$ cat config.mk
export PLATFORM = sky130hd
export DESIGN_NAME = htree_mem
export DESIGN_NICKNAME = d
export VERILOG_FILES = /design/src/common/huff_pkg.sv /design/src/verilog/htree_mem.sv
export SDC_FILE = /design/constraint.sdc
export NUM_CORES = 2
export LEC_CHECK = 0
export BUFFER_PORTS_ARGS = -buffer_cell sky130_fd_sc_hd__buf_2
export CORE_MARGIN = 2
export CORE_UTILIZATION = 40
export DETAILED_ROUTE_END_ITERATION = 6
export GPL_TIMING_DRIVEN = 0
export SYNTH_ARGS = -nofsm -noshare
export SYNTH_HDL_FRONTEND = slang
export SYNTH_SLANG_ARGS = --single-unit
$ cat constraint.sdc
create_clock -name clk -period 3.2 [get_ports clk]
set_clock_uncertainty 0.15 [all_clocks]
set_input_delay 0.64 -clock clk [delete_from_list [all_inputs] [get_ports clk]]
set_output_delay 0.64 -clock clk [all_outputs]
set_load 0.01 [all_outputs]
$ cat src/common/huff_pkg.sv
package huff_pkg;

    // tree sizes
    localparam int unsigned NODE_COUNT = 128;  // internal nodes held
    localparam int unsigned SYM_COUNT  = 256;  // one table entry per byte symbol
    localparam int unsigned CODE_W     = 24;   // code bits field, CODE_BITS must not exceed it

    typedef logic [6:0] node_idx_t;  // internal node index
    typedef logic [7:0] sym_t;       // leaf symbol

    // bit 8 set = internal node, index in 6:0
    // bit 8 clear = leaf, symbol in 7:0
    typedef logic [8:0] child_t;

    typedef struct packed {
        child_t left;   // code bit 0
        child_t right;  // code bit 1
    } htree_node_t;

    typedef logic [4:0]        code_len_t;   // code length in bits
    typedef logic [CODE_W-1:0] code_bits_t;  // right aligned, first branch on top

    // one code table word
    typedef struct packed {
        code_len_t  len;
        code_bits_t bits;
    } cb_entry_t;

    // leaf record from the walk to the table
    typedef struct packed {
        logic      valid;  // one cycle per leaf
        sym_t      sym;
        cb_entry_t entry;
    } cb_write_t;

    typedef enum logic [2:0] {
        INIT,       // wait for table clear, load root
        LEFT,       // try left child
        TRACK,      // re-walk from root
        BACKTRACK,  // pop moves
        RIGHT,      // try right child
        FINISH      // walk done, also idle
    } cb_state_t;

    // AXI4-Lite words
    typedef logic [31:0] axi_data_t;
    typedef logic [1:0]  axi_resp_t;

    localparam axi_resp_t RESP_OKAY = 2'b00;

    // register map, byte offsets
    localparam int unsigned CTRL_ADDR   = 'h000;          // bit 0 start, 14:8 root
    localparam int unsigned STATUS_ADDR = 'h004;          // bit 0 busy, bit 1 done
    localparam int unsigned NODE_BASE   = 'h400;          // node n at base + 4n
    localparam int unsigned NODE_SPAN   = 4 * NODE_COUNT;
    localparam int unsigned CODE_BASE   = 'h800;          // symbol s at base + 4s
    localparam int unsigned CODE_SPAN   = 4 * SYM_COUNT;

endpackage

$ cat src/verilog/htree_mem.sv
`timescale 1ns/1ps

// tree node store
// host writes nodes over AXI, the walk reads them one cycle later
module htree_mem import huff_pkg::*; (
    input  logic        clk,
    input  logic        we,     // host write strobe
    input  node_idx_t   waddr,  // host node index
    input  htree_node_t wdata,  // both children of the node
    input  node_idx_t   raddr,  // walk node index
    output htree_node_t rdata   // node at raddr, one cycle later
);

    htree_node_t mem [NODE_COUNT];  // contents undefined until the host loads a tree

    // host port
    always_ff @(posedge clk) begin
        if (we) begin
            mem[waddr] <= wdata;
        end
    end

    // walk port, registered
    always_ff @(posedge clk) begin
        rdata <= mem[raddr];  // read-before-write on a same-address collision
    end

endmodule

==> flow_summary_export.csv <==
group,metric,value,unit
critical_path,critPathCaptureType,"flop",
critical_path,cp-start-kind,"primary input",
finish,multi_input_area,18300,sq um
critical_path,r2r-start,"mem[45][10]",
route,routed_wl,228,mm
hold_path,min-delay-start,"wdata[10]",
timing,finalHoldViolCount,0,
cts,cts.path.max_buffers,3,
status,failed_checks,"setup timing",
grt,overflow,0,
finish,drive_above_1_share,0.382,
synth,synth-simple-area-share,0.00790,
critical_path,worstPathCellList,"clkbuf_1 -> nor2b_1 -> nand3_1 -> clkbuf_2 -> nor2_2 -> buf_16",
floorplanning,die-width,474,um
synth,yosysWarnings,0,
timing,setup_viol,63,
route,drc,0,
floorplanning,die_y,474,um
finish,final_cell_mix,"edfxtp_1, mux4_2, clkbuf_16",
timing,setup_ws,-0.143,ns
synth,avgSynthCellArea,25.6,sq um
cts,cts_tree,"yes",
finish,fin_area,103000,sq um
critical_path,crit_type,"in2reg",
hold_path,worstHoldPathType,"in2reg",
floorplanning,io_pins,52,
synth,syn_nets,3483,
cts,cts_root_buf,"clkbuf_16",
flow_run,max_cap_viol_count,0,
synth,synth_top_family_by_area,"multiplexers",
critical_path,critPathMaxFanout,12,
power_and_ir_drop,max-vdd-ir-drop,0.000416,V
timing,drv_slew,0,
cts,cts_hold_buf,0,
timing,fmax,299,MHz
floorplanning,rows,172,
synth,synth_top_cell_area_share,0.784,
floorplanning,dieArea,224000,sq um
status,status,"finished with violations",
placed_design,hpwl,155,mm
finish,layout.nets,3895,
critical_path,worst_path_largest_cell_delay,0.79,ns
placed_design,placedInstanceArea,95400,sq um
cts,numCtsBuffers,223,
route,dr_total_vias,40200,
timing,slew_headroom,0.202,
route,routedWlPerCell,32.9,um
grt,grt_pass1_vias,40000,
critical_path,worstPathRequired,3.59,ns
synth,ys_types,17,
timing,rsz0062_at_grt,"true",
synth,synth-xor-area-share,0,
critical_path,slowest_stage,"nor2_2",
synth,synth_compound_area_frac,0,
critical_path,reg2reg_slack,0.37,ns
route,first_pass_iters,6,
finish,seq_area,69500,sq um
synth,synth_area_leaders,"edfxtp_1, mux4_2, nor2_1",
placed_design,gp_congestion,0.922,
hold_path,whs_path_depth,1,
critical_path,r2r_end,"rdata[10]",
critical_path,cp_top_family,"simple AND/OR/NAND/NOR gates",
timing,setup_tns,-4.44,ns
floorplanning,start_util,0.402,
synth,yosys.area_share.adder,0,
cts,clk_pin_slew,0.05,ns
grt,grt_pass1_wl,316,mm
synth,yosys.area.top_type,"edfxtp_1",
power_and_ir_drop,p_leak,31.5,nW
hold_path,hold_end,"mem[112][10]",
cts,cts_htree_levels,4,
route,vias_per_cell,5.79,
cts,post_cts_buffers,0,
grt,grt_usage,0.203,
placed_design,port_buffers,40,
timing,min_period_over_period,1.04,
cts,clk_latency,0.86,ns
synth,netlist_instances,3449,
critical_path,worstPathArrival,3.74,ns
critical_path,rr_worst_depth,4,
cts,post_cts_resized,77,
synth,synth.area.mux_share,0.195,
critical_path,path_buf_inv,3,
power_and_ir_drop,power.density,611,nW/um^2
route,drtIter0Drc,5418,
floorplanning,core-area,220000,sq um
grt,antenna_found_initial,37,
timing,worst_pin_slew,1.20,ns
synth,yosysSeqAreaShare,0.788,
grt,grt_max_degree,93,
timing,period_minus_slack,3.34,ns
synth,ys_ff_latch,2322,
route,postRouteAntennaNets,0,
finish,syn_to_final_growth,16.4,%
cts,clock-sinks,2322,
finish,final_common_cell,"edfxtp_1",
synth,synth_area,88200,sq um
finish,num-fill-cells,17800,
==> cells in the mapped netlist, drive strengths merged <==
master  number
nand2       14
buf         87
mux4       756
or3          1
clkbuf      96
nand4        3
nor2       122
nor2b        7
nand2b       2
nor3         9
mux2        18
edfxtp    2304
dfxtp       18
nand3       12
==> registers in the layout (all words and copies together), names as in the netlist <==
signal / cells
mem: 2304
rdata: 18
==> kinds of logic (layout without fill, tap and decap cells) <==
kind of cell | count (synthesis) | after routing
buffers and inverters | 183 | 783
flip-flops | 2322 | 2322
multiplexers | 774 | 774
other | 0 | 20
AND/OR/NAND/NOR | 170 | 170
==> stage by stage <==
step | setup WS [ns] | power, mW | hold slack (ns) | cells | utilization
after global placement | -2.52 | 37.6 | 0.888 | 6360 | 0.420
after detailed placement | -1.98 | 37.8 | 0.884 | 6507 | 0.435
final | -0.143 | 62.7 | 0.0749 | 6940 | 0.468
after floorplan | -0.000718 | 35.9 | 0.589 | 3449 | -
after global routing | -0.0190 | 64.4 | 0.0582 | 6929 | 0.468
after CTS | 0.00396 | 63.2 | 0.0132 | 6920 | 0.468
==> layout make-up <==
type                    instances  share of cell area
diodes                         20            0.000487
plain buffers                 183              0.0107
clock buffers                 285              0.0581
clock inverters               128              0.0109
multi-input cells             944               0.178
flip-flops and latches       2322               0.677
well taps                    2871              0.0350
repair buffers                187              0.0298
==> worst register-to-register path, cell delays in order, from the launching register on <==
cell      delay, ns
edfxtp_1       0.37
mux4_2         0.53
mux4_2         0.61
mux4_2         0.68
mux2_2         0.37
==> worst max path at each step <==
stage             start     endpoint  cells past startpoint
4_1_cts        raddr[2]     rdata[8]                      7
6_report       waddr[2]  mem[69][10]                      6
3_3_place_gp   raddr[1]     rdata[2]                      6
5_1_grt        waddr[2]   mem[21][9]                      6
2_1_floorplan  raddr[0]     rdata[0]                      7
3_5_place_dp   raddr[2]    rdata[14]                      7
==> per-layer routing <==
metal	wire, um	up-vias	share of wire	track usage
li1	-	16000	-	-
met3	18100	289	0.079	0.0384
met5	39	-	0.00017	0
met4	6910	6	0.030	0.0655
met1	92300	22200	0.40	0.283
met2	111000	1751	0.49	0.325
==> where the power goes <==
group,leakage [nW],switching (mW),internal [mW]
logic,7.19,2.18,1.32
clock network,3.45,11.2,14.4
registers,20.9,0.0328,33.6
No activity file was read; power rests on OpenSTA's default activity.
