[config.mk]
export PLATFORM = sky130hd
export DESIGN_NAME = axil_regs
export DESIGN_NICKNAME = d
export VERILOG_FILES = /design/src/common/huff_pkg.sv /design/src/verilog/axil_regs.sv
export SDC_FILE = /design/constraint.sdc
export NUM_CORES = 1
export LEC_CHECK = 0
export BUFFER_PORTS_ARGS = -buffer_cell sky130_fd_sc_hd__buf_2
export CAP_MARGIN = 30
export CORE_AREA = 2 2 73 75
export CTS_CLUSTER_DIAMETER = 40
export DETAILED_ROUTE_END_ITERATION = 10
export DIE_AREA = 0 0 75 77
export PLACE_DENSITY = 0.84
export RECOVER_POWER = 50
export SLEW_MARGIN = 0
export SYNTH_ARGS = -nofsm -noshare
export SYNTH_HDL_FRONTEND = slang
export SYNTH_SLANG_ARGS = --single-unit
[constraint.sdc]
create_clock -name clk -period 5.11 [get_ports clk]
set_clock_uncertainty 0.2 [all_clocks]
set_input_delay 0.7665 -clock clk [delete_from_list [all_inputs] [get_ports clk]]
set_output_delay 0.7665 -clock clk [all_outputs]
set_load 0.01 [all_outputs]
[src/common/huff_pkg.sv]
package huff_pkg;

    // tree sizes
    localparam int unsigned NODE_COUNT = 128;  // internal nodes held
    localparam int unsigned SYM_COUNT  = 256;  // one table entry per byte symbol
    localparam int unsigned CODE_W     = 24;   // code bits field, CODE_BITS must not exceed it

    typedef logic [6:0] node_idx_t;  // internal node index
    typedef logic [7:0] sym_t;       // leaf symbol

    // bit 8 set = internal node, index in 6:0
    // bit 8 clear = leaf, symbol in 7:0
    typedef logic [8:0] child_t;

    typedef struct packed {
        child_t left;   // code bit 0
        child_t right;  // code bit 1
    } htree_node_t;

    typedef logic [4:0]        code_len_t;   // code length in bits
    typedef logic [CODE_W-1:0] code_bits_t;  // right aligned, first branch on top

    // one code table word
    typedef struct packed {
        code_len_t  len;
        code_bits_t bits;
    } cb_entry_t;

    // leaf record from the walk to the table
    typedef struct packed {
        logic      valid;  // one cycle per leaf
        sym_t      sym;
        cb_entry_t entry;
    } cb_write_t;

    typedef enum logic [2:0] {
        INIT,       // wait for table clear, load root
        LEFT,       // try left child
        TRACK,      // re-walk from root
        BACKTRACK,  // pop moves
        RIGHT,      // try right child
        FINISH      // walk done, also idle
    } cb_state_t;

    // AXI4-Lite words
    typedef logic [31:0] axi_data_t;
    typedef logic [1:0]  axi_resp_t;

    localparam axi_resp_t RESP_OKAY = 2'b00;

    // register map, byte offsets
    localparam int unsigned CTRL_ADDR   = 'h000;          // bit 0 start, 14:8 root
    localparam int unsigned STATUS_ADDR = 'h004;          // bit 0 busy, bit 1 done
    localparam int unsigned NODE_BASE   = 'h400;          // node n at base + 4n
    localparam int unsigned NODE_SPAN   = 4 * NODE_COUNT;
    localparam int unsigned CODE_BASE   = 'h800;          // symbol s at base + 4s
    localparam int unsigned CODE_SPAN   = 4 * SYM_COUNT;

endpackage

[src/verilog/axil_regs.sv]
`timescale 1ns/1ps

module axil_regs import huff_pkg::*; #(
    parameter int ADDR_W = 12
) (
    input  logic              clk,
    input  logic              rst,
    input  logic [ADDR_W-1:0] awaddr,
    input  logic              awvalid,
    output logic              awready,
    input  axi_data_t         wdata,
    input  logic              wvalid,
    output logic              wready,
    output axi_resp_t         bresp,
    output logic              bvalid,
    input  logic              bready,
    input  logic [ADDR_W-1:0] araddr,
    input  logic              arvalid,
    output logic              arready,
    output axi_data_t         rdata,
    output axi_resp_t         rresp,
    output logic              rvalid,
    input  logic              rready,
    output logic              start,
    output node_idx_t         root,
    input  logic              busy,
    input  logic              done,
    output logic              node_we,
    output node_idx_t         node_addr,
    output htree_node_t       node_wdata,
    output sym_t              tab_raddr,
    input  cb_entry_t         tab_rdata
);

    logic      wr_fire;    // aw and w taken this cycle
    logic      rd_fire;    // ar taken this cycle
    logic      wr_start;   // accepted start request
    logic      rd_code;    // read hits the code window
    logic      code_pend;  // table read in flight
    axi_data_t rd_word;    // ctrl/status read mux

    function automatic logic in_window(logic [ADDR_W-1:0] a, int unsigned base,
                                       int unsigned span);
        return (a >= ADDR_W'(base)) && (a < ADDR_W'(base + span));
    endfunction

    assign wready  = awready;  // aw and w accepted as a pair
    assign bresp   = RESP_OKAY;
    assign rresp   = RESP_OKAY;
    assign wr_fire = awready && awvalid && wvalid;
    assign rd_fire = arready && arvalid;

    // start is dropped while a walk runs
    assign wr_start = wr_fire && (awaddr == ADDR_W'(CTRL_ADDR)) && wdata[0] && !busy;

    // node window goes straight to the memory write port
    assign node_we    = wr_fire && in_window(awaddr, NODE_BASE, NODE_SPAN);
    assign node_addr  = node_idx_t'(awaddr[8:2]);
    assign node_wdata = '{left: wdata[8:0], right: wdata[17:9]};

    assign rd_code   = in_window(araddr, CODE_BASE, CODE_SPAN);
    assign tab_raddr = sym_t'(araddr[9:2]);  // table sees the address in the ar cycle

    always_comb begin
        rd_word = '0;  // node window and holes read zero
        if (araddr == ADDR_W'(CTRL_ADDR)) begin
            rd_word[14:8] = root;
        end else if (araddr == ADDR_W'(STATUS_ADDR)) begin
            rd_word[1:0] = {done, busy};
        end
    end

    // write channel
    always_ff @(posedge clk or posedge rst) begin
        if (rst) begin
            awready <= 1'b0;
            bvalid  <= 1'b0;
            start   <= 1'b0;
            root    <= '0;
        end else begin
            awready <= awvalid && wvalid && !awready && !bvalid;  // one-cycle ready
            start   <= wr_start;                                  // one-cycle pulse
            if (wr_start) begin
                root <= wdata[14:8];
            end
            if (wr_fire) begin
                bvalid <= 1'b1;
            end else if (bready) begin
                bvalid <= 1'b0;  // held until the master takes it
            end
        end
    end

    // read channel
    always_ff @(posedge clk or posedge rst) begin
        if (rst) begin
            arready   <= 1'b0;
            rvalid    <= 1'b0;
            code_pend <= 1'b0;
        end else begin
            arready   <= arvalid && !arready && !rvalid && !code_pend;
            code_pend <= rd_fire && rd_code;  // one extra cycle for the table
            if ((rd_fire && !rd_code) || code_pend) begin
                rvalid <= 1'b1;
            end else if (rready) begin
                rvalid <= 1'b0;
            end
        end
    end

    always_ff @(posedge clk) begin
        if (rd_fire && !rd_code) begin
            rdata <= rd_word;
        end else if (code_pend) begin
            rdata <= axi_data_t'(tab_rdata);  // len in 28:24, code in 23:0
        end
    end

endmodule

==> impl_metrics.yaml <==
routing:
  via_per_inst: 4.519
  num_vias: 1586
  wire_per_inst_um: 13.17
  drt_first_pass_iters: 4
  wl_um: 4621
  drc: 0
  final_antenna_net_count: 0
  drt_iter0_markers: 26
power:
  p_sw_w: 0.0002046
  power.switching_fraction_pct: 24.50
  p_int_w: 0.0006306
  ir_drop_mv: 0.1929
  power.share.combinational_pct: 16.7
  leakagePower_nw: 1.246
  total_power_w: 0.0008352
  power.share.clock_pct: 36.1
  powerDensity_mw_per_mm2: 328.0
  seqPwrFrac_pct: 47.1
setup_path:
  endpoint_kind: "primary output"
  path_max_fanout: 3
  crit_end: "node_we"
  worst_r2r_endpoint: "root[4]"
  crit_required_ns: 4.14
  rrSetupSlack_ns: 3.14
  rr_worst_depth: 4
  r2r-start: "awready"
  crit_start: "wvalid"
  path_class: "in -> out"
  start_kind: "input port"
  worstPathArrival_ns: 1.57
yosys:
  syn_avg_cell_area_um2: 11.06
  yosysTopAreaCellShare_pct: 20.45
  synth_seq_cells: 42
  synth.distinct_cells: 28
  synth_area_leader_cell: "dfxtp_1"
  yosysWarningCount: 0
  syn_inst: 177
  netlist_area_mm2: 0.001958
  ys_top_cells_by_area: "dfxtp_1 (20%), dfrtp_1 (17%), buf_4 (16%), edfxtp_1 (14%), mux2i_1 (10%)"
  ys_seq_area_share_pct: 50.86
clock_network:
  clock_path_buffers: 2
  clock-sinks: 42
  cts_hold_buf: 0
  clk_pin_slew_ns: 0.08
  cts_max_level: 2
  clock_latency_ns: 0.29
  root_buffer: "clkbuf_8"
  cts_buffers: 5
  ctsResizeCount: 0
  post_cts_buffers: 0
  cts_tree: "yes"
timing:
  finalCritPeriodShare_pct: 49.57
  setup_viol: 0
  relSlewSlack_pct: 40.21
  rsz0062_at_grt: "false"
  layout_min_cycle_time_ns: 2.533
  holdWs_ns: 0.2807
  tightestPinTransition_ns: 0.8969
  fmax_ghz: 0.3948
  drv_slew: 0
  hold_violations: 0
  setup_tns_ns: 0
floorplanning:
  rows: 26
  ios: 177
  dieWidth_um: 75
  die-area_mm2: 0.005775
  start_util_pct: 39.34
  die_h_um: 77
  core_mm2: 0.004977
final_layout:
  layout.nets: 374
  num-fill-cells: 489
  syn2layout_area_growth_pct: 30.03
  drive_above_1_share_pct: 46.26
  utilization_pct: 51.16
  fin_area_mm2: 0.002546
  antennaDiodeCount: 0
global_route:
  grt_pass1_wl_um: 7058
  grt_overflow: 0
  grt_pass1_vias: 1571
  grt_use_total_pct: 15.87
  antenna_found_initial: 0
  grt_max_degree: 21
place:
  port_buffers: 135
  dpl_cell_area_mm2: 0.002446
  place_congestion: 0.8097
  dpl.hpwl_um: 3755
job:
  max_cap_viol_count: 0
worst_hold_path:
  hp-class: "reg -> reg"
status:
  status: "finished clean"
critical path: stages:
cell	delay, ns
clkbuf_1	0.09
nand3_1	0.12
or3_4	0.37
nor2_1	0.09
buf_2	0.13
logic make-up (layout without fill, tap and decap cells):
logic type / count (synthesis) / in the layout / share of synthesized area [%]
and+or+nand+nor: 45 / 45 / 12.14
DFF: 42 / 42 / 50.86
muxes: 27 / 27 / 14.25
other: 1 / 7 / 0.1915
AOI/OAI and AO/OA: 11 / 11 / 4.792
buffers and inverters: 51 / 149 / 17.76
cell usage in the layout, fill, tap and decap left out, drive strengths merged:
master	netlist	final
buf	43	113
clkbuf	4	29
nor2	22	22
mux2i	20	20
dfxtp	20	20
dfrtp	13	13
edfxtp	9	9
mux2	7	7
a22o	7	7
conb	1	7
nor4	5	5
inv	4	4
nand2	4	4
nor3	4	4
nand2b	2	2
nand3	2	2
a32o	2	2
bufinv	0	2
or3	2	2
a21o	1	1
or4b	1	1
o21ai	1	1
and2	1	1
nor4b	1	1
nor2b	1	1
clkinv	0	1
through the flow:
stage,instances,worst slack (ns)
finish,351,2.577
global route,351,2.473
CTS,351,2.591
detailed placement,343,2.583
global placement,342,2.588
floorplan,183,2.773
cell usage after synthesis:
cell and count:
dfxtp_1 20, or3_1 1, nor2b_1 1, nor3_1 3, o21ai_0 1, or4b_1 1, mux2_2 7, nand2b_1 2
inv_1 4, edfxtp_1 9, a32o_1 2, nand2_1 4, buf_4 41, nor3_4 1, mux2i_1 20, dfrtp_1 13
a22o_1 7, clkbuf_1 4, a21o_1 1, buf_2 2, or3_4 1, nor4_2 1, nor2_1 22, conb_1 1
nor4b_1 1, nand3_1 2, and2_1 1, nor4_1 4
power groups by stage:
stage / registers, W / clock network (W) / logic (W)
after floorplan: 0.000417 / 0 / 0.0000742
after global placement: 0.000400 / 0 / 0.000143
after detailed placement: 0.000400 / 0 / 0.000150
after CTS: 0.000393 / 0.000313 / 0.000151
after global routing: 0.000400 / 0.000325 / 0.000157
final: 0.000394 / 0.000302 / 0.000140
registers in the layout, summed over array words and instances, names as in the netlist:
register	flops
rvalid	1
awready	1
code_pend	1
rdata	29
bvalid	1
arready	1
root	7
start	1
worst min path at each step:
stage	from	endpoint	slack (ns)	cells after the start
floorplan	bvalid	awready	0.29	1
global placement	bvalid	awready	0.25	1
detailed placement	rvalid	arready	0.26	1
CTS	bvalid	awready	0.28	1
global route	awready	awready	0.30	1
finish	bvalid	awready	0.28	1
layer usage:
| metal | vias up | GRT usage (%) | part of all wire [%] |
|---|---|---|---|
| li1 | 765 | - | - |
| met1 | 744 | 17.56 | 39 |
| met2 | 73 | 28.33 | 54 |
| met3 | 4 | 3.548 | 6.6 |
| met4 | 0 | 6.429 | 1.0 |
| met5 | - | 0 | 0 |
final cells by class:
cell class / count / area [µm²] / area share [%]
repair buffers: 137 / 678.2 / 26.63
multi-input cells: 90 / 636.9 / 25.01
flip-flops and latches: 42 / 996.0 / 39.12
inverters: 4 / 15.01 / 0.5897
well taps: 70 / 87.58 / 3.440
clock inverters: 3 / 63.81 / 2.506
clock buffers: 5 / 68.82 / 2.703
(Power assumes the default switching activity.)
