$ cat config.mk
export PLATFORM = sky130hd
export DESIGN_NAME = cb_synthesis
export DESIGN_NICKNAME = d
export VERILOG_FILES = /design/src/common/huff_pkg.sv /design/src/codebook/cb_synthesis.sv
export SDC_FILE = /design/constraint.sdc
export NUM_CORES = 1
export LEC_CHECK = 0
export BUFFER_PORTS_ARGS = -buffer_cell sky130_fd_sc_hd__buf_2
export CORE_ASPECT_RATIO = 2
export CORE_MARGIN = 2
export CORE_UTILIZATION = 55
export CTS_CLUSTER_SIZE = 10
export DETAILED_ROUTE_END_ITERATION = 12
export PLACE_DENSITY = 0.77
export SETUP_SLACK_MARGIN = 0.5
export SLEW_MARGIN = 20
export SYNTH_ARGS = -nofsm -noshare
export SYNTH_HDL_FRONTEND = slang
export SYNTH_SLANG_ARGS = --single-unit
$ cat constraint.sdc
create_clock -name clk -period 4.4 [get_ports clk]
set_input_delay 1.32 -clock clk [delete_from_list [all_inputs] [get_ports clk]]
set_output_delay 1.32 -clock clk [all_outputs]
set_load 0.05 [all_outputs]
$ cat src/common/huff_pkg.sv
package huff_pkg;

    // tree sizes
    localparam int unsigned NODE_COUNT = 128;  // internal nodes held
    localparam int unsigned SYM_COUNT  = 256;  // one table entry per byte symbol
    localparam int unsigned CODE_W     = 24;   // code bits field, CODE_BITS must not exceed it

    typedef logic [6:0] node_idx_t;  // internal node index
    typedef logic [7:0] sym_t;       // leaf symbol

    // bit 8 set = internal node, index in 6:0
    // bit 8 clear = leaf, symbol in 7:0
    typedef logic [8:0] child_t;

    typedef struct packed {
        child_t left;   // code bit 0
        child_t right;  // code bit 1
    } htree_node_t;

    typedef logic [4:0]        code_len_t;   // code length in bits
    typedef logic [CODE_W-1:0] code_bits_t;  // right aligned, first branch on top

    // one code table word
    typedef struct packed {
        code_len_t  len;
        code_bits_t bits;
    } cb_entry_t;

    // leaf record from the walk to the table
    typedef struct packed {
        logic      valid;  // one cycle per leaf
        sym_t      sym;
        cb_entry_t entry;
    } cb_write_t;

    typedef enum logic [2:0] {
        INIT,       // wait for table clear, load root
        LEFT,       // try left child
        TRACK,      // re-walk from root
        BACKTRACK,  // pop moves
        RIGHT,      // try right child
        FINISH      // walk done, also idle
    } cb_state_t;

    // AXI4-Lite words
    typedef logic [31:0] axi_data_t;
    typedef logic [1:0]  axi_resp_t;

    localparam axi_resp_t RESP_OKAY = 2'b00;

    // register map, byte offsets
    localparam int unsigned CTRL_ADDR   = 'h000;          // bit 0 start, 14:8 root
    localparam int unsigned STATUS_ADDR = 'h004;          // bit 0 busy, bit 1 done
    localparam int unsigned NODE_BASE   = 'h400;          // node n at base + 4n
    localparam int unsigned NODE_SPAN   = 4 * NODE_COUNT;
    localparam int unsigned CODE_BASE   = 'h800;          // symbol s at base + 4s
    localparam int unsigned CODE_SPAN   = 4 * SYM_COUNT;

endpackage

$ cat src/codebook/cb_synthesis.sv
`timescale 1ns/1ps

module cb_synthesis import huff_pkg::*; #(
    parameter int CODE_BITS = 24
) (
    input  logic        clk,
    input  logic        rst,
    input  logic        start,       // one-cycle pulse, already gated by busy
    input  node_idx_t   root,        // root node index, valid with start
    input  logic        clear_busy,  // code table still wiping
    output node_idx_t   node_addr,   // walk read address
    input  htree_node_t node,        // node at node_addr, one cycle late
    output cb_write_t   cb_wr,       // one record per leaf
    output logic        busy,
    output logic        done
);

    localparam int PATH_W = CODE_BITS + 1;  // moves plus marker

    cb_state_t         state;
    logic [PATH_W-1:0] path;       // marker above the moves, newest move in bit 0
    code_len_t         track_len;  // moves held in path
    code_len_t         track_pos;  // moves retraced from the root
    node_idx_t         root_q;
    logic              wait_q;     // node read still in flight

    logic [PATH_W-1:0] path_l;     // path with a left move pushed
    logic [PATH_W-1:0] path_r;     // path with a right move pushed
    code_len_t         leaf_len;   // code length of a leaf child
    logic              len_ok;     // that code fits in CODE_BITS
    logic              trk_bit;    // next move on the re-walk
    child_t            trk_child;

    // leaf record, marker bit masked out of the code
    function automatic cb_write_t leaf_rec(child_t c, logic [PATH_W-1:0] p);
        cb_write_t r;
        r.valid      = len_ok;  // overlong codes are dropped
        r.sym        = c[7:0];
        r.entry.len  = leaf_len;
        r.entry.bits = code_bits_t'(p[CODE_BITS-1:0]) & ~(code_bits_t'(1) << leaf_len);
        return r;
    endfunction

    assign path_l    = {path[PATH_W-2:0], 1'b0};
    assign path_r    = {path[PATH_W-2:0], 1'b1};
    assign leaf_len  = track_len + 1'b1;
    assign len_ok    = int'(leaf_len) <= CODE_BITS;
    assign trk_bit   = path[track_len - track_pos - 1'b1];  // oldest move sits highest
    assign trk_child = trk_bit ? node.right : node.left;

    always_ff @(posedge clk or posedge rst) begin
        if (rst) begin
            state     <= FINISH;  // idle with done low
            path      <= PATH_W'(1);
            track_len <= '0;
            track_pos <= '0;
            root_q    <= '0;
            node_addr <= '0;
            wait_q    <= 1'b0;
            cb_wr     <= '0;
            busy      <= 1'b0;
            done      <= 1'b0;
        end else begin
            cb_wr.valid <= 1'b0;  // pulse only
            if (start) begin
                state     <= INIT;
                path      <= PATH_W'(1);  // marker only, empty path
                track_len <= '0;
                track_pos <= '0;
                root_q    <= root;
                wait_q    <= 1'b0;
                busy      <= 1'b1;
                done      <= 1'b0;
            end else begin
                case (state)
                    INIT: begin
                        if (!clear_busy) begin  // table wiped, walk may write
                            node_addr <= root_q;
                            wait_q    <= 1'b1;
                            state     <= LEFT;
                        end
                    end
                    LEFT: begin
                        if (wait_q) begin
                            wait_q <= 1'b0;
                        end else begin
                            path      <= path_l;
                            track_len <= leaf_len;
                            if (node.left[8]) begin  // descend left
                                node_addr <= node.left[6:0];
                                wait_q    <= 1'b1;
                            end else begin
                                cb_wr <= leaf_rec(node.left, path_l);
                                state <= BACKTRACK;  // node stays, right side next
                            end
                        end
                    end
                    RIGHT: begin
                        if (wait_q) begin
                            wait_q <= 1'b0;
                        end else begin
                            path      <= path_r;
                            track_len <= leaf_len;
                            wait_q    <= 1'b1;
                            if (node.right[8]) begin  // descend right, then go left again
                                node_addr <= node.right[6:0];
                                state     <= LEFT;
                            end else begin
                                cb_wr     <= leaf_rec(node.right, path_r);
                                node_addr <= root_q;  // no stack, re-walk from the root
                                track_pos <= '0;
                                state     <= TRACK;
                            end
                        end
                    end
                    TRACK: begin
                        // stop at the parent of the newest move
                        if (wait_q) begin
                            wait_q <= 1'b0;
                        end else if (track_pos + 1'b1 < track_len) begin
                            node_addr <= trk_child[6:0];
                            track_pos <= track_pos + 1'b1;
                            wait_q    <= 1'b1;
                        end else begin
                            track_pos <= '0;
                            state     <= BACKTRACK;
                        end
                    end
                    BACKTRACK: begin
                        path      <= path >> 1;
                        track_len <= track_len - 1'b1;
                        if (!path[0]) begin
                            state <= RIGHT;  // left done here, node is the parent
                        end else if (track_len == code_len_t'(1)) begin
                            state <= FINISH;  // right move of the root popped
                            busy  <= 1'b0;
                            done  <= 1'b1;
                        end else begin
                            node_addr <= root_q;
                            wait_q    <= 1'b1;
                            state     <= TRACK;
                        end
                    end
                    default: begin
                        state <= FINISH;  // hold until the next start
                    end
                endcase
            end
        end
    end

endmodule

==> results of run 1 <==
-- area by class of cell --
class / count / area, um^2 / area share, %
inverters: 18 / 68.82 / 1.109
repair buffers: 81 / 420.4 / 6.773
well taps: 132 / 165.2 / 2.661
flip-flops and latches: 93 / 2331 / 37.55
multi-input cells: 414 / 2909 / 46.87
clock buffers: 9 / 225.2 / 3.628
clock inverters: 7 / 87.58 / 1.411
-- path summary, 6_finish.rpt --
check | endpoint | slack (ns) | depth (start not counted) | start
max | node_addr[5] | 1.06 | 9 | track_len[0]
min | busy | 0.48 | 1 | busy
max reg2reg | node_addr[5] | 1.06 | 9 | track_len[0]
min reg2reg | busy | 0.48 | 1 | busy
max in group asynchronous | state[2] | 2.53 | 3 | rst
min in group asynchronous | cb_wr[33] | 1.01 | 2 | rst
-- power groups by stage --
stage	Sequential (mW)	Combinational (mW)	Clock (mW)
after floorplan	1.52	1.17	0
after global routing	1.26	1.97	0.861
after global placement	1.24	1.77	0
after CTS	1.23	1.82	0.832
after detailed placement	1.25	1.81	0
final	1.24	1.83	0.818
-- state kept, by name (all words and copies together), names as in the netlist --
register   cells
done           1
node_addr      7
root_q         7
path          25
wait_q         1
track_pos      5
track_len      5
busy           1
cb_wr         38
state          3
-- placed cells by master, fill, tap and decap left out, drive strengths merged, types with 2 or more instances in the layout --
master | Yosys | final
nand2b | 9 | 9
a21oi | 23 | 23
or3b | 2 | 2
xnor2 | 9 | 9
and2 | 3 | 3
a221oi | 8 | 8
a22oi | 8 | 8
o31ai | 26 | 26
clkbuf | 24 | 9
mux2i | 29 | 29
o22ai | 14 | 14
mux2 | 16 | 16
o21bai | 2 | 2
buf | 17 | 81
inv | 18 | 22
or3 | 2 | 2
a211oi | 9 | 9
dfstp | 3 | 3
xor2 | 4 | 4
mux4 | 6 | 6
dfrtp | 90 | 90
nand2 | 85 | 85
o211ai | 8 | 8
o21ai | 65 | 65
a2111oi | 2 | 2
ha | 17 | 17
o21a | 8 | 8
nand3 | 5 | 5
nand3b | 2 | 2
clkinv | 0 | 2
nor3 | 8 | 8
a21o | 4 | 4
nor2 | 19 | 19
-- cell families after synthesis --
family          Yosys count  share of synthesized area (%)
flops                    93                          42.42
simple gates            145                          12.30
xor+xnor                 13                          2.072
compound gates          187                          23.20
mux                      51                          11.02
fa+ha+maj                18                          4.235
buf+inv                  59                          4.758
-- worst reg2reg max path: stages, from the launching register on --
cell and delay [ns]:
dfrtp_1 0.64, ha_1 0.26, inv_1 0.06, fa_1 0.70, mux4_2 0.36, mux2i_1 0.14
a21oi_1 0.05, o21ai_1 0.55, and2_4 0.36, a211oi_2 0.09
-- per-layer routing --
metal / GRT usage (%) / up-vias / part of all wire, %
met5: 0 / - / 0
met4: 17.23 / 0 / 6.6
met3: 4.571 / 56 / 4.2
met2: 50.88 / 168 / 55
met1: 27.63 / 2284 / 34
li1: - / 2162 / -
==> impl_metrics.yaml, run 1 <==
power:
  max-vdd-ir-drop_v: 0.0003438
  p_leak_nw: 2.654
  p_sw_share_pct: 46.69
  p_sw_mw: 1.812
  powerDensity_nw_per_um2: 625.2
  total_power_mw: 3.881
  power_frac_seq_pct: 31.9
  p_clk_share_pct: 21.1
  power.internal_mw: 2.069
  power_frac_comb_pct: 47.1
setup_path:
  crit_type: "reg2reg"
  crit_buf_inv: 1
  cp_cell_sequence: "ha_1, inv_1, fa_1, mux4_2, mux2i_1, a21oi_1, o21ai_1, and2_4, a211oi_2"
  worstPathRequired_ns: 4.62
  cp-start-kind: "flop"
  crit_path_end_kind: "flop"
  cp_slowest_cell: "fa_1"
  path_delay_family: "adder cells"
  cpPeakStageDelay_ns: 0.70
  arrival_ns: 3.56
  cp_max_fo: 12
global_route:
  grt_max_degree: 60
  antenna_found_initial: 0
  grt_pass1_wl_um: 23030
  grt_pass1_vias: 4634
  grt.overflow.total: 0
  grt_util_all_layers_pct: 27.93
timing:
  fmax_mhz: 299.4
  slew_viol_final: 0
  holdWs_ns: 0.4771
  slew_headroom_pct: 37.86
  rsz0062_at_grt: "false"
  worst-slew-pin-transition_ns: 0.9243
  setup_ws_ns: 1.060
  period_share_pct: 75.90
  hold_viol: 0
  finalCriticalPeriod_ns: 3.340
  tns_ns: 0
  setup_viol: 0
  skew_ns: 0.008540
job:
  max_cap_viol_count: 0
yosys:
  synth_area_leader_cell: "dfrtp_1"
  syn-mean-instance-area_um2: 9.709
  synth-main-ff-cell: "dfrtp_1"
  synthTopCellsByArea: "dfrtp_1 41%, nand2_1 5.8%, mux2i_1 5.3%"
  synth_cells: 566
  synth_seq_cells: 93
  syn_area_um2: 5495
  synth_edf_count: 0
  synth_fp_nets: 613
  ys.warnings.count: 0
  postSynth.asyncResetShare_pct: 100.0
  yosysMostFrequentCell: "dfrtp_1"
  ys_seq_area_share_pct: 42.42
  yosys.cell_types.count: 63
  synth_top_area_share_pct: 40.98
  yosys-top-cells-count: "90 x dfrtp_1, 85 x nand2_1, 43 x o21ai_1, 29 x mux2i_1, 26 x o31ai_1"
min_path:
  hold_class: "reg2reg"
outcome:
  outcome: "finished, final reports clean"
finish:
  final_nets: 664
  fillCellCount: 817
  fin_area_um2: 6207
  layout-drive-gt1-share_pct: 20.74
  antenna_cells: 0
  area_growth_pct: 12.96
  post-route-util_pct: 63.58
  layout.cells.non_filler: 754
cts:
  clkLatencyLatePin_ns: 0.35
  post_cts_buffers: 0
  htreeDepth: 3
  cts_tree: "yes"
  clk_pin_slew_worst_paths_ns: 0.07
  cts_resized: 0
  hold_buffers: 0
  cts_root_buffer: "clkbuf_16"
  numCtsBuffers: 9
  numClockSinks: 93
  cts_buffer_depth: 2
placement:
  place_congestion: 0.9274
  post-dp-hpwl_um: 10720
  portBuffers: 75
  dpl_cell_area_um2: 5894
  place_ws_ns: 0.9303
  dp_cells: 738
drt:
  ant_nets: 0
  vias: 4670
  drcViolationCount: 0
  totalWireLength_um: 14490
  via_per_inst: 6.194
  wl_per_cell_um: 19.22
  drtIter0Drc: 283
  drt-pass1-iter-count: 5
floorplan:
  ios: 76
  die_y_um: 145.4
  coreArea_um2: 9763
  die-area_um2: 10860
  rows: 51
  initial_core_util_pct: 56.29
  dieWidth_um: 74.68
Power figures use the tool's default switching activity.
==> run 2, diff against run 1 <==
--- a/config.mk
+++ b/config.mk
@@ -8,10 +8,10 @@
 export BUFFER_PORTS_ARGS = -buffer_cell sky130_fd_sc_hd__buf_2
 export CORE_ASPECT_RATIO = 2
 export CORE_MARGIN = 2
-export CORE_UTILIZATION = 55
+export CORE_UTILIZATION = 52
 export CTS_CLUSTER_SIZE = 10
 export DETAILED_ROUTE_END_ITERATION = 12
-export PLACE_DENSITY = 0.77
+export PLACE_DENSITY = 0.76
 export SETUP_SLACK_MARGIN = 0.5
 export SLEW_MARGIN = 20
 export SYNTH_ARGS = -nofsm -noshare
==> constraint.sdc (replaced) <==
create_clock -name clk -period 2.7 [get_ports clk]
set_input_delay 0.81 -clock clk [delete_from_list [all_inputs] [get_ports clk]]
set_output_delay 0.81 -clock clk [all_outputs]
set_load 0.05 [all_outputs]
==> impl_metrics.yaml, run 2 (synthesis gave the netlist of run 1 again) <==
setup_path:
  worstPathRequired_ns: 2.93
  crit_path_end_kind: "flop"
  cp_max_fo: 8
  crit_type: "reg2reg"
  cp-startpoint: "track_pos[0]"
  cp-start-kind: "flop"
  r2r_start: "track_pos[0]"
  arrival_ns: 2.92
power:
  powerDensity_nw_per_um2: 1017
  power.internal_mw: 3.569
  power_frac_comb_pct: 51.8
  p_clk_share_pct: 19.0
  max-vdd-ir-drop_v: 0.0004876
  p_sw_share_pct: 47.11
  p_leak_nw: 2.846
  p_sw_mw: 3.180
  power_frac_seq_pct: 29.1
floorplan:
  coreArea_um2: 10410
  ios: 76
  rows: 53
  initial_core_util_pct: 52.78
  die_y_um: 149.4
  die-area_um2: 11460
  dieWidth_um: 76.69
finish:
  final_common_cell: "dfrtp_1"
  fillCellCount: 862
  area_growth_pct: 20.79
  fin_area_um2: 6638
  reg_top3: "cb_wr x38, path x25"
  top_register: "cb_wr"
  final_cell_mix: "89 x dfrtp_1, 83 x nand2_1, 75 x buf_2, 44 x o21ai_1, 30 x buf_4"
  final_nets: 693
  layout-drive-gt1-share_pct: 27.80
  antenna_cells: 0
  largest_reg_flops: 38
timing:
  hold_viol: 0
  rsz0062_at_grt: "true"
  slew_headroom_pct: 48.21
  finalCriticalPeriod_ns: 2.693
  worst-slew-pin-transition_ns: 0.7661
  period_share_pct: 99.75
  setup_viol: 0
  setup_ws_ns: 0.006878
  slew_viol_final: 0
  holdWs_ns: 0.4783
  skew_ns: 0.007448
  tns_ns: 0
  fmax_mhz: 371.3
outcome:
  outcome: "finished, final reports clean"
global_route:
  grt_pass1_vias: 5050
  antenna_found_initial: 0
  grt.overflow.total: 0
  grt_pass1_wl_um: 25840
  grt_max_degree: 48
  grt_util_all_layers_pct: 29.53
drt:
  drtIter0Drc: 395
  vias: 4955
  via_per_inst: 6.288
  ant_nets: 0
  wl_per_cell_um: 21.16
  drt-pass1-iter-count: 5
  drcViolationCount: 0
  totalWireLength_um: 16670
cts:
  clkLatencyLatePin_ns: 0.35
  cts_root_buffer: "clkbuf_16"
  hold_buffers: 0
  htreeDepth: 3
  clk_pin_slew_worst_paths_ns: 0.07
  numCtsBuffers: 9
  cts_buffer_depth: 2
  numClockSinks: 93
  cts_tree: "yes"
min_path:
  hold_class: "reg2reg"
  hp-start: "busy"
placement:
  place_ws_ns: -0.1064
  place_congestion: 1.001
  dpl_cell_area_um2: 6117
  portBuffers: 75
  post-dp-hpwl_um: 12010
job:
  max_cap_viol_count: 0
run 2: per-stage QoR:
| step | total power [mW] | util [%] | instances |
|---|---|---|---|
| after floorplan | 4.472 | - | 566 |
| after global placement | 5.108 | 58.76 | 762 |
| after detailed placement | 5.231 | 58.76 | 762 |
| after CTS | 6.582 | 62.60 | 784 |
| after global routing | 7.084 | 63.75 | 788 |
| final | 6.749 | 63.75 | 788 |
run 2: timing repair:
item                                    in CTS  in global routing
endpoints found under the setup margin      80                 45
gates resized for setup                     13                 16
gates cloned                                 1                  1
setup buffers                                5                  3
pin swaps                                    7                  5
run 2: final cells by class:
| class | count | area [um^2] | share of cell area (%) |
|---|---|---|---|
| repair buffers | 110 | 705.7 | 10.63 |
| clock buffers | 10 | 239.0 | 3.600 |
| clock inverters | 6 | 60.06 | 0.9048 |
| inverters | 18 | 71.32 | 1.074 |
| multi-input cells | 414 | 3054 | 46.01 |
| flip-flops and latches | 93 | 2336 | 35.19 |
| well taps | 137 | 171.4 | 2.582 |
run 2: power by group through the flow:
stage / clock network (mW) / logic [mW] / registers [mW]
2_1_floorplan: 0 / 1.99 / 2.48
3_3_place_gp: 0 / 3.14 / 1.96
3_5_place_dp: 0 / 3.25 / 1.98
4_1_cts: 1.30 / 3.34 / 1.95
5_1_grt: 1.36 / 3.74 / 1.99
6_report: 1.28 / 3.50 / 1.97
run 2: worst paths after layout:
check,end,slack (ns),cells after the start
max,node_addr[1],0.007,10
min,busy,0.48,1
max reg2reg,node_addr[1],0.007,10
min reg2reg,busy,0.48,1
max in group asynchronous,path[0],1.52,3
min in group asynchronous,cb_wr[34],0.54,2
run 2: metal layers:
metal  GRT usage (%)  vias up  wire length (um)
li1                -     2219                 -
met1           26.37     2404              5347
met2           56.05      244              9135
met3           6.053       88               771
met4           22.91        0              1418
met5               0        -                 0
run 2: critical path: stages (launching register included):
cell      delay, ns
dfrtp_1        0.40
inv_2          0.08
ha_4           0.13
inv_2          0.03
fa_2           0.62
mux4_2         0.32
and2b_1        0.17
a221oi_2       0.18
a311o_2        0.28
and2_4         0.26
a211oi_2       0.09
